<file path="src/common/lane_pkg.sv">
////////////////////
// Vector lane package
////////////////////

package lane_pkg;

  ////////////////////
  // Sizes

  // Element and register file geometry
  parameter int unsigned ElemWidth = 32;
  parameter int unsigned NrVRegs   = 8;
  parameter int unsigned NrElems   = 8;

  parameter int unsigned VRegIdxW  = $clog2(NrVRegs);
  parameter int unsigned ElemIdxW  = $clog2(NrElems);

  // Operand queue depth used unless the top level overrides it
  parameter int unsigned DefaultQueueDepth = 4;

  ////////////////////
  // Types

  typedef logic [ElemWidth-1:0] elen_t;
  typedef logic [VRegIdxW-1:0]  vreg_idx_t;
  typedef logic [ElemIdxW-1:0]  elem_idx_t;

  // Vector length 1..NrElems, one bit wider than an element index
  typedef logic [ElemIdxW:0] vlen_t;

  // Element address, register number in the upper bits
  typedef logic [VRegIdxW+ElemIdxW-1:0] vaddr_t;

  typedef enum logic [2:0] {
    OP_ADD,
    OP_SUB,
    OP_AND,
    OP_OR,
    OP_XOR,
    OP_STORE
  } lane_op_e;

endpackage : lane_pkg

</file>
<file path="src/common/operand_if.sv">
////////////////////
// Operand pair link
////////////////////

`timescale 1ns/10ps

interface operand_if;

  logic                 valid;
  logic                 ready;
  lane_pkg::lane_op_e   op;
  lane_pkg::vreg_idx_t  vd;
  lane_pkg::elem_idx_t  elem;
  // opa comes from vs1, opb from vs2
  lane_pkg::elen_t      opa;
  lane_pkg::elen_t      opb;
  logic                 last;

  modport source (
    output valid, op, vd, elem, opa, opb, last,
    input  ready
  );

  modport sink (
    input  valid, op, vd, elem, opa, opb, last,
    output ready
  );

endinterface : operand_if

</file>
<file path="src/vrf/vector_regfile.sv">
////////////////////
// Vector register file
////////////////////

`timescale 1ns/10ps

module vector_regfile (
  input  logic             clk_i,
  input  logic             rst_ni,
  // Read port
  input  logic             rd_en_i,
  input  lane_pkg::vaddr_t rd_addr_a_i,
  input  lane_pkg::vaddr_t rd_addr_b_i,
  output lane_pkg::elen_t  rd_data_a_o,
  output lane_pkg::elen_t  rd_data_b_o,
  // ALU write
  input  logic             wr_en_i,
  input  lane_pkg::vaddr_t wr_addr_i,
  input  lane_pkg::elen_t  wr_data_i,
  // Load write
  input  logic             ldu_req_i,
  input  lane_pkg::vaddr_t ldu_addr_i,
  input  lane_pkg::elen_t  ldu_wdata_i,
  output logic             ldu_gnt_o
);

  localparam int unsigned NrWords = lane_pkg::NrVRegs * lane_pkg::NrElems;

  lane_pkg::elen_t  mem_q [NrWords];

  logic             we;
  lane_pkg::vaddr_t waddr;
  lane_pkg::elen_t  wdata;

  // ALU has priority on the single write port
  assign ldu_gnt_o = ldu_req_i & ~wr_en_i;
  assign we        = wr_en_i | ldu_gnt_o;
  assign waddr     = wr_en_i ? wr_addr_i : ldu_addr_i;
  assign wdata     = wr_en_i ? wr_data_i : ldu_wdata_i;

  // Register file starts out cleared
  always_ff @(posedge clk_i or negedge rst_ni) begin
    if (!rst_ni) begin
      for (int i = 0; i < NrWords; i++) begin
        mem_q[i] <= '0;
      end
    end else if (we) begin
      mem_q[waddr] <= wdata;
    end
  end

  // Registered reads, held while no read is issued
  always_ff @(posedge clk_i) begin
    if (rd_en_i) begin
      rd_data_a_o <= mem_q[rd_addr_a_i];
      rd_data_b_o <= mem_q[rd_addr_b_i];
    end
  end

endmodule : vector_regfile

</file>
<file path="src/rtl/operand_requester.sv">
////////////////////
// Operand requester
////////////////////

`timescale 1ns/10ps

module operand_requester (
  input  logic                clk_i,
  input  logic                rst_ni,
  // Sequencer
  input  logic                req_valid_i,
  input  lane_pkg::lane_op_e  req_op_i,
  input  lane_pkg::vreg_idx_t req_vs1_i,
  input  lane_pkg::vreg_idx_t req_vs2_i,
  input  lane_pkg::vreg_idx_t req_vd_i,
  input  lane_pkg::vlen_t     req_vl_i,
  output logic                req_ready_o,
  input  logic                vinsn_done_i,
  // VRF read port
  output logic                rd_en_o,
  output lane_pkg::vaddr_t    rd_addr_a_o,
  output lane_pkg::vaddr_t    rd_addr_b_o,
  input  lane_pkg::elen_t     rd_data_a_i,
  input  lane_pkg::elen_t     rd_data_b_i,
  // Towards the operand queue
  operand_if.source           opq
);

  typedef enum logic [1:0] {
    IDLE,
    ISSUE,
    WAIT_DONE
  } state_e;

  state_e              state_q;
  lane_pkg::elem_idx_t elem_cnt_q;
  logic                last_elem;

  // Latched instruction
  lane_pkg::lane_op_e  op_q;
  lane_pkg::vreg_idx_t vs1_q;
  lane_pkg::vreg_idx_t vs2_q;
  lane_pkg::vreg_idx_t vd_q;
  lane_pkg::vlen_t     vl_q;

  // Tag of the read in flight, paired with the VRF data
  logic                pend_valid_q;
  lane_pkg::lane_op_e  pend_op_q;
  lane_pkg::vreg_idx_t pend_vd_q;
  lane_pkg::elem_idx_t pend_elem_q;
  logic                pend_last_q;

  assign req_ready_o = (state_q == IDLE);
  assign rd_en_o     = (state_q == ISSUE) && opq.ready;
  assign rd_addr_a_o = {vs1_q, elem_cnt_q};
  assign rd_addr_b_o = {vs2_q, elem_cnt_q};
  assign last_elem   = ({1'b0, elem_cnt_q} == (vl_q - 1'b1));

  ////////////////////
  // Control FSM

  always_ff @(posedge clk_i or negedge rst_ni) begin
    if (!rst_ni) begin
      state_q      <= IDLE;
      elem_cnt_q   <= '0;
      pend_valid_q <= 1'b0;
    end else begin
      // A stalled item keeps its valid, the VRF holds its data
      pend_valid_q <= rd_en_o | (pend_valid_q & ~opq.ready);
      unique case (state_q)
        IDLE: begin
          if (req_valid_i) begin
            state_q    <= ISSUE;
            elem_cnt_q <= '0;
          end
        end
        ISSUE: begin
          if (rd_en_o) begin
            elem_cnt_q <= elem_cnt_q + 1'b1;
            if (last_elem) begin
              state_q <= WAIT_DONE;
            end
          end
        end
        WAIT_DONE: begin
          if (vinsn_done_i) begin
            state_q <= IDLE;
          end
        end
        default: state_q <= IDLE;
      endcase
    end
  end

  always_ff @(posedge clk_i) begin
    if (req_valid_i && req_ready_o) begin
      op_q  <= req_op_i;
      vs1_q <= req_vs1_i;
      vs2_q <= req_vs2_i;
      vd_q  <= req_vd_i;
      vl_q  <= req_vl_i;
    end
    if (rd_en_o) begin
      pend_op_q   <= op_q;
      pend_vd_q   <= vd_q;
      pend_elem_q <= elem_cnt_q;
      pend_last_q <= last_elem;
    end
  end

  assign opq.valid = pend_valid_q;
  assign opq.op    = pend_op_q;
  assign opq.vd    = pend_vd_q;
  assign opq.elem  = pend_elem_q;
  assign opq.opa   = rd_data_a_i;
  assign opq.opb   = rd_data_b_i;
  assign opq.last  = pend_last_q;

endmodule : operand_requester

</file>
<file path="src/rtl/operand_queue.sv">
////////////////////
// Operand queue
////////////////////

`timescale 1ns/10ps

module operand_queue #(
  parameter int unsigned QueueDepth = lane_pkg::DefaultQueueDepth
) (
  input  logic      clk_i,
  input  logic      rst_ni,
  operand_if.sink   in_q,
  operand_if.source out_q
);

  localparam int unsigned PtrW = (QueueDepth > 1) ? $clog2(QueueDepth) : 1;
  localparam int unsigned CntW = $clog2(QueueDepth + 1);

  typedef struct packed {
    lane_pkg::lane_op_e  op;
    lane_pkg::vreg_idx_t vd;
    lane_pkg::elem_idx_t elem;
    lane_pkg::elen_t     opa;
    lane_pkg::elen_t     opb;
    logic                last;
  } item_t;

  item_t           mem_q [QueueDepth];
  item_t           head;
  logic [PtrW-1:0] wr_ptr_q;
  logic [PtrW-1:0] rd_ptr_q;
  logic [CntW-1:0] cnt_q;
  logic            push;
  logic            pop;

  // Keep room for the VRF read already in flight
  assign in_q.ready  = (cnt_q <= CntW'(QueueDepth - 2));
  assign out_q.valid = (cnt_q != '0);

  assign push = in_q.valid & in_q.ready;
  assign pop  = out_q.valid & out_q.ready;

  always_ff @(posedge clk_i or negedge rst_ni) begin
    if (!rst_ni) begin
      wr_ptr_q <= '0;
      rd_ptr_q <= '0;
      cnt_q    <= '0;
    end else begin
      if (push) begin
        wr_ptr_q <= (wr_ptr_q == PtrW'(QueueDepth - 1)) ? '0 : wr_ptr_q + 1'b1;
      end
      if (pop) begin
        rd_ptr_q <= (rd_ptr_q == PtrW'(QueueDepth - 1)) ? '0 : rd_ptr_q + 1'b1;
      end
      unique case ({push, pop})
        2'b10:   cnt_q <= cnt_q + 1'b1;
        2'b01:   cnt_q <= cnt_q - 1'b1;
        default: cnt_q <= cnt_q;
      endcase
    end
  end

  always_ff @(posedge clk_i) begin
    if (push) begin
      mem_q[wr_ptr_q] <= '{op:   in_q.op,
                           vd:   in_q.vd,
                           elem: in_q.elem,
                           opa:  in_q.opa,
                           opb:  in_q.opb,
                           last: in_q.last};
    end
  end

  assign head       = mem_q[rd_ptr_q];
  assign out_q.op   = head.op;
  assign out_q.vd   = head.vd;
  assign out_q.elem = head.elem;
  assign out_q.opa  = head.opa;
  assign out_q.opb  = head.opb;
  assign out_q.last = head.last;

endmodule : operand_queue

</file>
<file path="src/rtl/lane_alu.sv">
////////////////////
// Lane ALU
////////////////////

`timescale 1ns/10ps

module lane_alu (
  input  logic             clk_i,
  input  logic             rst_ni,
  operand_if.sink          opq,
  // VRF write port
  output logic             wr_en_o,
  output lane_pkg::vaddr_t wr_addr_o,
  output lane_pkg::elen_t  wr_data_o,
  // Store unit
  output lane_pkg::elen_t  stu_operand_o,
  output logic             stu_operand_valid_o,
  input  logic             stu_operand_ready_i,
  output logic             vinsn_done_o
);

  logic            is_store;
  logic            xfer;
  lane_pkg::elen_t result;

  assign is_store = (opq.op == lane_pkg::OP_STORE);

  // Only stores can be back-pressured
  assign opq.ready = is_store ? stu_operand_ready_i : 1'b1;
  assign xfer      = opq.valid & opq.ready;

  ////////////////////
  // Element datapath

  always_comb begin
    unique case (opq.op)
      lane_pkg::OP_ADD: result = opq.opb + opq.opa;
      // vs2 minus vs1
      lane_pkg::OP_SUB: result = opq.opb - opq.opa;
      lane_pkg::OP_AND: result = opq.opb & opq.opa;
      lane_pkg::OP_OR:  result = opq.opb | opq.opa;
      lane_pkg::OP_XOR: result = opq.opb ^ opq.opa;
      default:          result = opq.opb;
    endcase
  end

  assign wr_en_o   = opq.valid & ~is_store;
  assign wr_addr_o = {opq.vd, opq.elem};
  assign wr_data_o = result;

  ////////////////////
  // Store stream

  // Queue head stays put while the store unit stalls
  assign stu_operand_valid_o = opq.valid & is_store;
  assign stu_operand_o       = opq.opb;

  // One pulse as the last element leaves
  assign vinsn_done_o = xfer & opq.last;

endmodule : lane_alu

</file>
<file path="src/rtl/lane_top.sv">
////////////////////
// Vector lane top
////////////////////

`timescale 1ns/10ps

module lane_top #(
  parameter int unsigned QueueDepth = lane_pkg::DefaultQueueDepth
) (
  input  logic                clk_i,
  input  logic                rst_ni,
  // Sequencer
  input  logic                req_valid_i,
  input  lane_pkg::lane_op_e  req_op_i,
  input  lane_pkg::vreg_idx_t req_vs1_i,
  input  lane_pkg::vreg_idx_t req_vs2_i,
  input  lane_pkg::vreg_idx_t req_vd_i,
  input  lane_pkg::vlen_t     req_vl_i,
  output logic                req_ready_o,
  output logic                vinsn_done_o,
  // Load unit
  input  logic                ldu_req_i,
  input  lane_pkg::vaddr_t    ldu_addr_i,
  input  lane_pkg::elen_t     ldu_wdata_i,
  output logic                ldu_gnt_o,
  // Store unit
  output lane_pkg::elen_t     stu_operand_o,
  output logic                stu_operand_valid_o,
  input  logic                stu_operand_ready_i
);

  // VRF read port
  logic             rd_en;
  lane_pkg::vaddr_t rd_addr_a;
  lane_pkg::vaddr_t rd_addr_b;
  lane_pkg::elen_t  rd_data_a;
  lane_pkg::elen_t  rd_data_b;

  // VRF write port from the ALU
  logic             wr_en;
  lane_pkg::vaddr_t wr_addr;
  lane_pkg::elen_t  wr_data;

  logic             vinsn_done;

  operand_if req_opq ();
  operand_if alu_opq ();

  assign vinsn_done_o = vinsn_done;

  ////////////////////
  // Operand fetch

  operand_requester i_requester (
    .clk_i       (clk_i),
    .rst_ni      (rst_ni),
    .req_valid_i (req_valid_i),
    .req_op_i    (req_op_i),
    .req_vs1_i   (req_vs1_i),
    .req_vs2_i   (req_vs2_i),
    .req_vd_i    (req_vd_i),
    .req_vl_i    (req_vl_i),
    .req_ready_o (req_ready_o),
    .vinsn_done_i(vinsn_done),
    .rd_en_o     (rd_en),
    .rd_addr_a_o (rd_addr_a),
    .rd_addr_b_o (rd_addr_b),
    .rd_data_a_i (rd_data_a),
    .rd_data_b_i (rd_data_b),
    .opq         (req_opq.source)
  );

  operand_queue #(
    .QueueDepth(QueueDepth)
  ) i_queue (
    .clk_i (clk_i),
    .rst_ni(rst_ni),
    .in_q  (req_opq.sink),
    .out_q (alu_opq.source)
  );

  ////////////////////
  // Execute and storage

  lane_alu i_alu (
    .clk_i              (clk_i),
    .rst_ni             (rst_ni),
    .opq                (alu_opq.sink),
    .wr_en_o            (wr_en),
    .wr_addr_o          (wr_addr),
    .wr_data_o          (wr_data),
    .stu_operand_o      (stu_operand_o),
    .stu_operand_valid_o(stu_operand_valid_o),
    .stu_operand_ready_i(stu_operand_ready_i),
    .vinsn_done_o       (vinsn_done)
  );

  vector_regfile i_vrf (
    .clk_i      (clk_i),
    .rst_ni     (rst_ni),
    .rd_en_i    (rd_en),
    .rd_addr_a_i(rd_addr_a),
    .rd_addr_b_i(rd_addr_b),
    .rd_data_a_o(rd_data_a),
    .rd_data_b_o(rd_data_b),
    .wr_en_i    (wr_en),
    .wr_addr_i  (wr_addr),
    .wr_data_i  (wr_data),
    .ldu_req_i  (ldu_req_i),
    .ldu_addr_i (ldu_addr_i),
    .ldu_wdata_i(ldu_wdata_i),
    .ldu_gnt_o  (ldu_gnt_o)
  );

endmodule : lane_top

</file>
<file path="config.mk">
export PLATFORM = sky130hd
export DESIGN_NAME = lane_top
export DESIGN_NICKNAME = d
export VERILOG_FILES = /design/src/common/lane_pkg.sv /design/src/common/operand_if.sv /design/src/vrf/vector_regfile.sv /design/src/rtl/operand_requester.sv /design/src/rtl/operand_queue.sv /design/src/rtl/lane_alu.sv /design/src/rtl/lane_top.sv
export SDC_FILE = /design/constraint.sdc
export NUM_CORES = 2
export LEC_CHECK = 0
export BUFFER_PORTS_ARGS = -buffer_cell sky130_fd_sc_hd__buf_4
export CAP_MARGIN = 15
export CORE_MARGIN = 4
export CORE_UTILIZATION = 35
export CTS_CLUSTER_SIZE = 10
export DETAILED_ROUTE_END_ITERATION = 7
export GPL_TIMING_DRIVEN = 0
export HOLD_SLACK_MARGIN = 0.02
export PLACE_DENSITY = 0.52
export REMOVE_ABC_BUFFERS = 1
export SLEW_MARGIN = 0
export SYNTH_ARGS = -nofsm -noshare
export SYNTH_HDL_FRONTEND = slang
export SYNTH_SLANG_ARGS = --single-unit
</file>
<file path="constraint.sdc">
create_clock -name clk_i -period 6.9 [get_ports clk_i]
set_clock_uncertainty 0.2 [all_clocks]
set_input_delay 0.69 -clock clk_i [delete_from_list [all_inputs] [get_ports clk_i]]
set_output_delay 0.69 -clock clk_i [all_outputs]
set_load 0.005 [all_outputs]
</file>
==> flow_metrics.py <==
metrics = {
    "grt": {
        "antenna_found_initial": 18,
        "grt_pass1_vias": 76100,
        "grt_pass1_wl_um": 504000,
        "grt_max_degree": 188,
        "grt_use_total_pct": 20.4,
        "gr-total-overflow": 0,
    },
    "die": {
        "die_y_um": 571,
        "die_width_um": 571,
        "initial_core_util_pct": 35.2,
        "die-area_mm2": 0.326,
        "rows": 206,
        "io_pins": 95,
        "core_area_mm2": 0.315,
    },
    "logic_synthesis": {
        "synth_top_cell_by_area": "dfrtp_1",
        "ys_types": 80,
        "syn_area_mm2": 0.111,
        "synth_commonest_cells": "dfrtp_1 (2061), nand2_1 (1815), o21ai_0 (1728), mux4_2 (650), clkbuf_1 (604)",
        "yosysSeqAreaShare_pct": 56.9,
        "avgSynthCellArea_um2": 11.5,
        "yosys.cell_count.top_type": "dfrtp_1",
        "ys_ff_latch": 2447,
        "async_flop_share_pct": 84.2,
        "synth_edf_count": 386,
        "synth_cells": 9670,
        "synth.area.top_cells": "dfrtp_1 (46%), mux4_2 (13%), edfxtp_1 (10%)",
        "ys_warn_count": 0,
        "synth_flop_cell": "dfrtp_1",
        "netlist.area_leader.share_pct": 46.5,
    },
    "final_layout": {
        "final_area_mm2": 0.128,
        "nFillCells": 29400,
        "instances_no_fill": 13800,
        "area_delta_synth_final_pct": 15.3,
        "drive_gt1_share_pct": 18.7,
        "nets": 9644,
    },
    "run": {
        "max_cap_viol_count": 0,
    },
    "sta": {
        "fmax_mhz": 139,
        "slew_viol_final": 0,
        "setup_ws_ns": -0.296,
        "slew_headroom_pct": 13.9,
        "hold_viol": 0,
        "setup_viol": 107,
        "fin_crit_ns": 7.20,
        "min_period_over_period_pct": 104,
        "max_slew.worst_pin.slew_ns": 1.28,
        "rsz0062_at_grt": "yes",
        "setup_tns_ns": -11.50,
    },
    "critical_path": {
        "cp_top_family": "simple AND/OR/NAND/NOR gates",
        "crit_chain": "mux4_4 -> nand3b_1 -> nand2_4 -> buf_16 -> mux2i_1 -> nand3_1 -> nor2_1 -> buf_6 -> mux2_2",
        "cp_slowest_cell": "nand3_1",
        "end_kind": "register",
        "cp.arrival_ns": 7.69,
        "path_buf_inv": 2,
        "cpPeakStageDelay_ns": 1.06,
        "critPathLaunchType": "register",
        "crit_type": "register to register",
        "crit_fanout": 42,
        "required_ns": 7.39,
    },
    "place": {
        "place_ws_ns": -0.872,
        "dpl.cell_count": 13300,
        "io_buffer_count": 94,
        "dp_hpwl_um": 223000,
        "routabilityCongestion": 0.877,
        "placed_cell_area_mm2": 0.119,
    },
    "cts": {
        "cts_made_buffers": 293,
        "cts_max_level": 5,
        "cts_buffer_depth": 4,
        "cts_tree": "yes",
        "clock_sinks": 2447,
        "cts-root-buf": "clkbuf_16",
        "clk_pin_slew_ns": 0.06,
        "clock_latency_ns": 0.88,
    },
    "hold_path": {
        "hp-class": "input port to register",
    },
    "routing": {
        "wl_per_cell_um": 24.4,
        "vias": 75200,
        "wl_um": 335000,
        "drtIter0Drc": 7139,
        "drc_errors": 0,
        "firstDrtPassIters": 6,
        "ant_nets": 0,
        "via_per_inst": 5.47,
    },
    "run_status": {
        "outcome": "finished, violations left",
        "violations": "negative setup slack",
    },
}
==> final timing paths <==
path                                            startpoint                         endpoint  slack, ns  cells after the start
max                        i_queue.rd_ptr_q[1]$_DFFE_PN0P_     i_vrf.mem_q[125]$_DFFE_PN0P_      -0.30                      9
min                                        ldu_wdata_i[10]    i_vrf.mem_q[1866]$_DFFE_PN0P_       0.09                      3
max reg2reg                i_queue.rd_ptr_q[1]$_DFFE_PN0P_     i_vrf.mem_q[125]$_DFFE_PN0P_      -0.30                      9
min reg2reg                  i_requester.op_q[0]$_DFFE_PP_  i_requester.opq.op[0]$_DFFE_PP_       0.21                      0
max in group asynchronous                           rst_ni     i_vrf.mem_q[771]$_DFFE_PN0P_       2.61                      6
min in group asynchronous                           rst_ni    i_vrf.mem_q[1499]$_DFFE_PN0P_       0.29                      2
==> flip-flops by register name (all words and copies together), names as in the netlist, named ones only <==
signal	cells
i_requester.opq.last	1
i_vrf.rd_data_a_o	32
i_queue.cnt_q	3
i_queue.rd_ptr_q	2
i_vrf.rd_data_b_o	32
i_queue.wr_ptr_q	2
i_requester.opq.elem	3
i_requester.opq.op	3
i_requester.vs1_q	3
i_requester.state_q	2
i_requester.elem_cnt_q	3
i_requester.op_q	3
i_requester.vl_q	4
i_requester.vs2_q	3
i_requester.opq.vd	3
i_requester.vd_q	3
i_vrf.mem_q	2048
i_queue.mem_q	296
==> placed cells by master (no fill, tap or decap), types with 16 or more instances in the layout <==
master,instances
nand2_2,66
mux2i_1,134
o21ai_0,1726
nor2_2,60
buf_12,114
a21oi_1,488
xor2_1,16
buf_8,17
o22ai_1,31
mux2_2,261
xnor2_1,42
a211oi_1,16
inv_1,83
a31oi_1,134
buf_4,116
edfxtp_1,386
nor2_1,571
a21o_1,20
dfrtp_1,2056
clkbuf_1,81
buf_16,90
dlygate4sd3_1,20
clkbuf_16,303
ha_1,104
nand2_1,1749
mux4_2,648
==> kinds of logic after synthesis <==
family | synth area share [%]
DFF | 56.9
buffers and inverters | 3.38
xor gates and xnor gates | 0.458
muxes | 17.1
AOI/OAI and AO/OA | 11.8
adders and majority gates | 1.21
and+or+nand+nor | 9.11
==> final cells by class <==
type / instances / area, um2 / share of cell area, %
antenna: 5 / 12.5 / 0.00978
clock buffer: 390 / 7970 / 6.23
clock inverter: 22 / 278 / 0.217
inverter: 84 / 318 / 0.248
multi-input combinational: 6292 / 44900 / 35.1
sequential: 2447 / 63200 / 49.4
tap: 4160 / 5200 / 4.07
timing repair buffer: 361 / 6130 / 4.79
==> per-layer routing <==
layer  GRT usage [%]  up-vias  wire, um
met5               0        -        12
met4            5.28        2      8560
met3            3.51      473     23100
met2            31.8     2387    153000
met1            29.6    38600    150000
li1                -    33800         -
==> repair_timing <==
item                       in CTS  in global routing
buffers inserted               12                 15
cloned                          2                  2
hold buffers                   20                  0
gates resized for setup        25                  9
setup endpoints to repair    1486                837
pin swaps                       5                  7
hold endpoints to repair      151                  0
==> per-stage QoR <==
stage | utilization [%] | hold WS [ns]
3_5_place_dp | 37.8 | 0.207
3_3_place_gp | 36.0 | 0.216
2_1_floorplan | - | 0.194
4_1_cts | 40.5 | 0.0277
5_1_grt | 40.6 | 0.0800
6_report | 40.6 | 0.0947
==> worst min-delay path, delay by kind of cell <==
family | cells | cell delay [ns]
buf+inv | 1 | 0.13
compound gates | 2 | 0.27
Power is not shown: default switching activity piles up to over one toggle a cycle in this logic, so the estimate is an artifact.
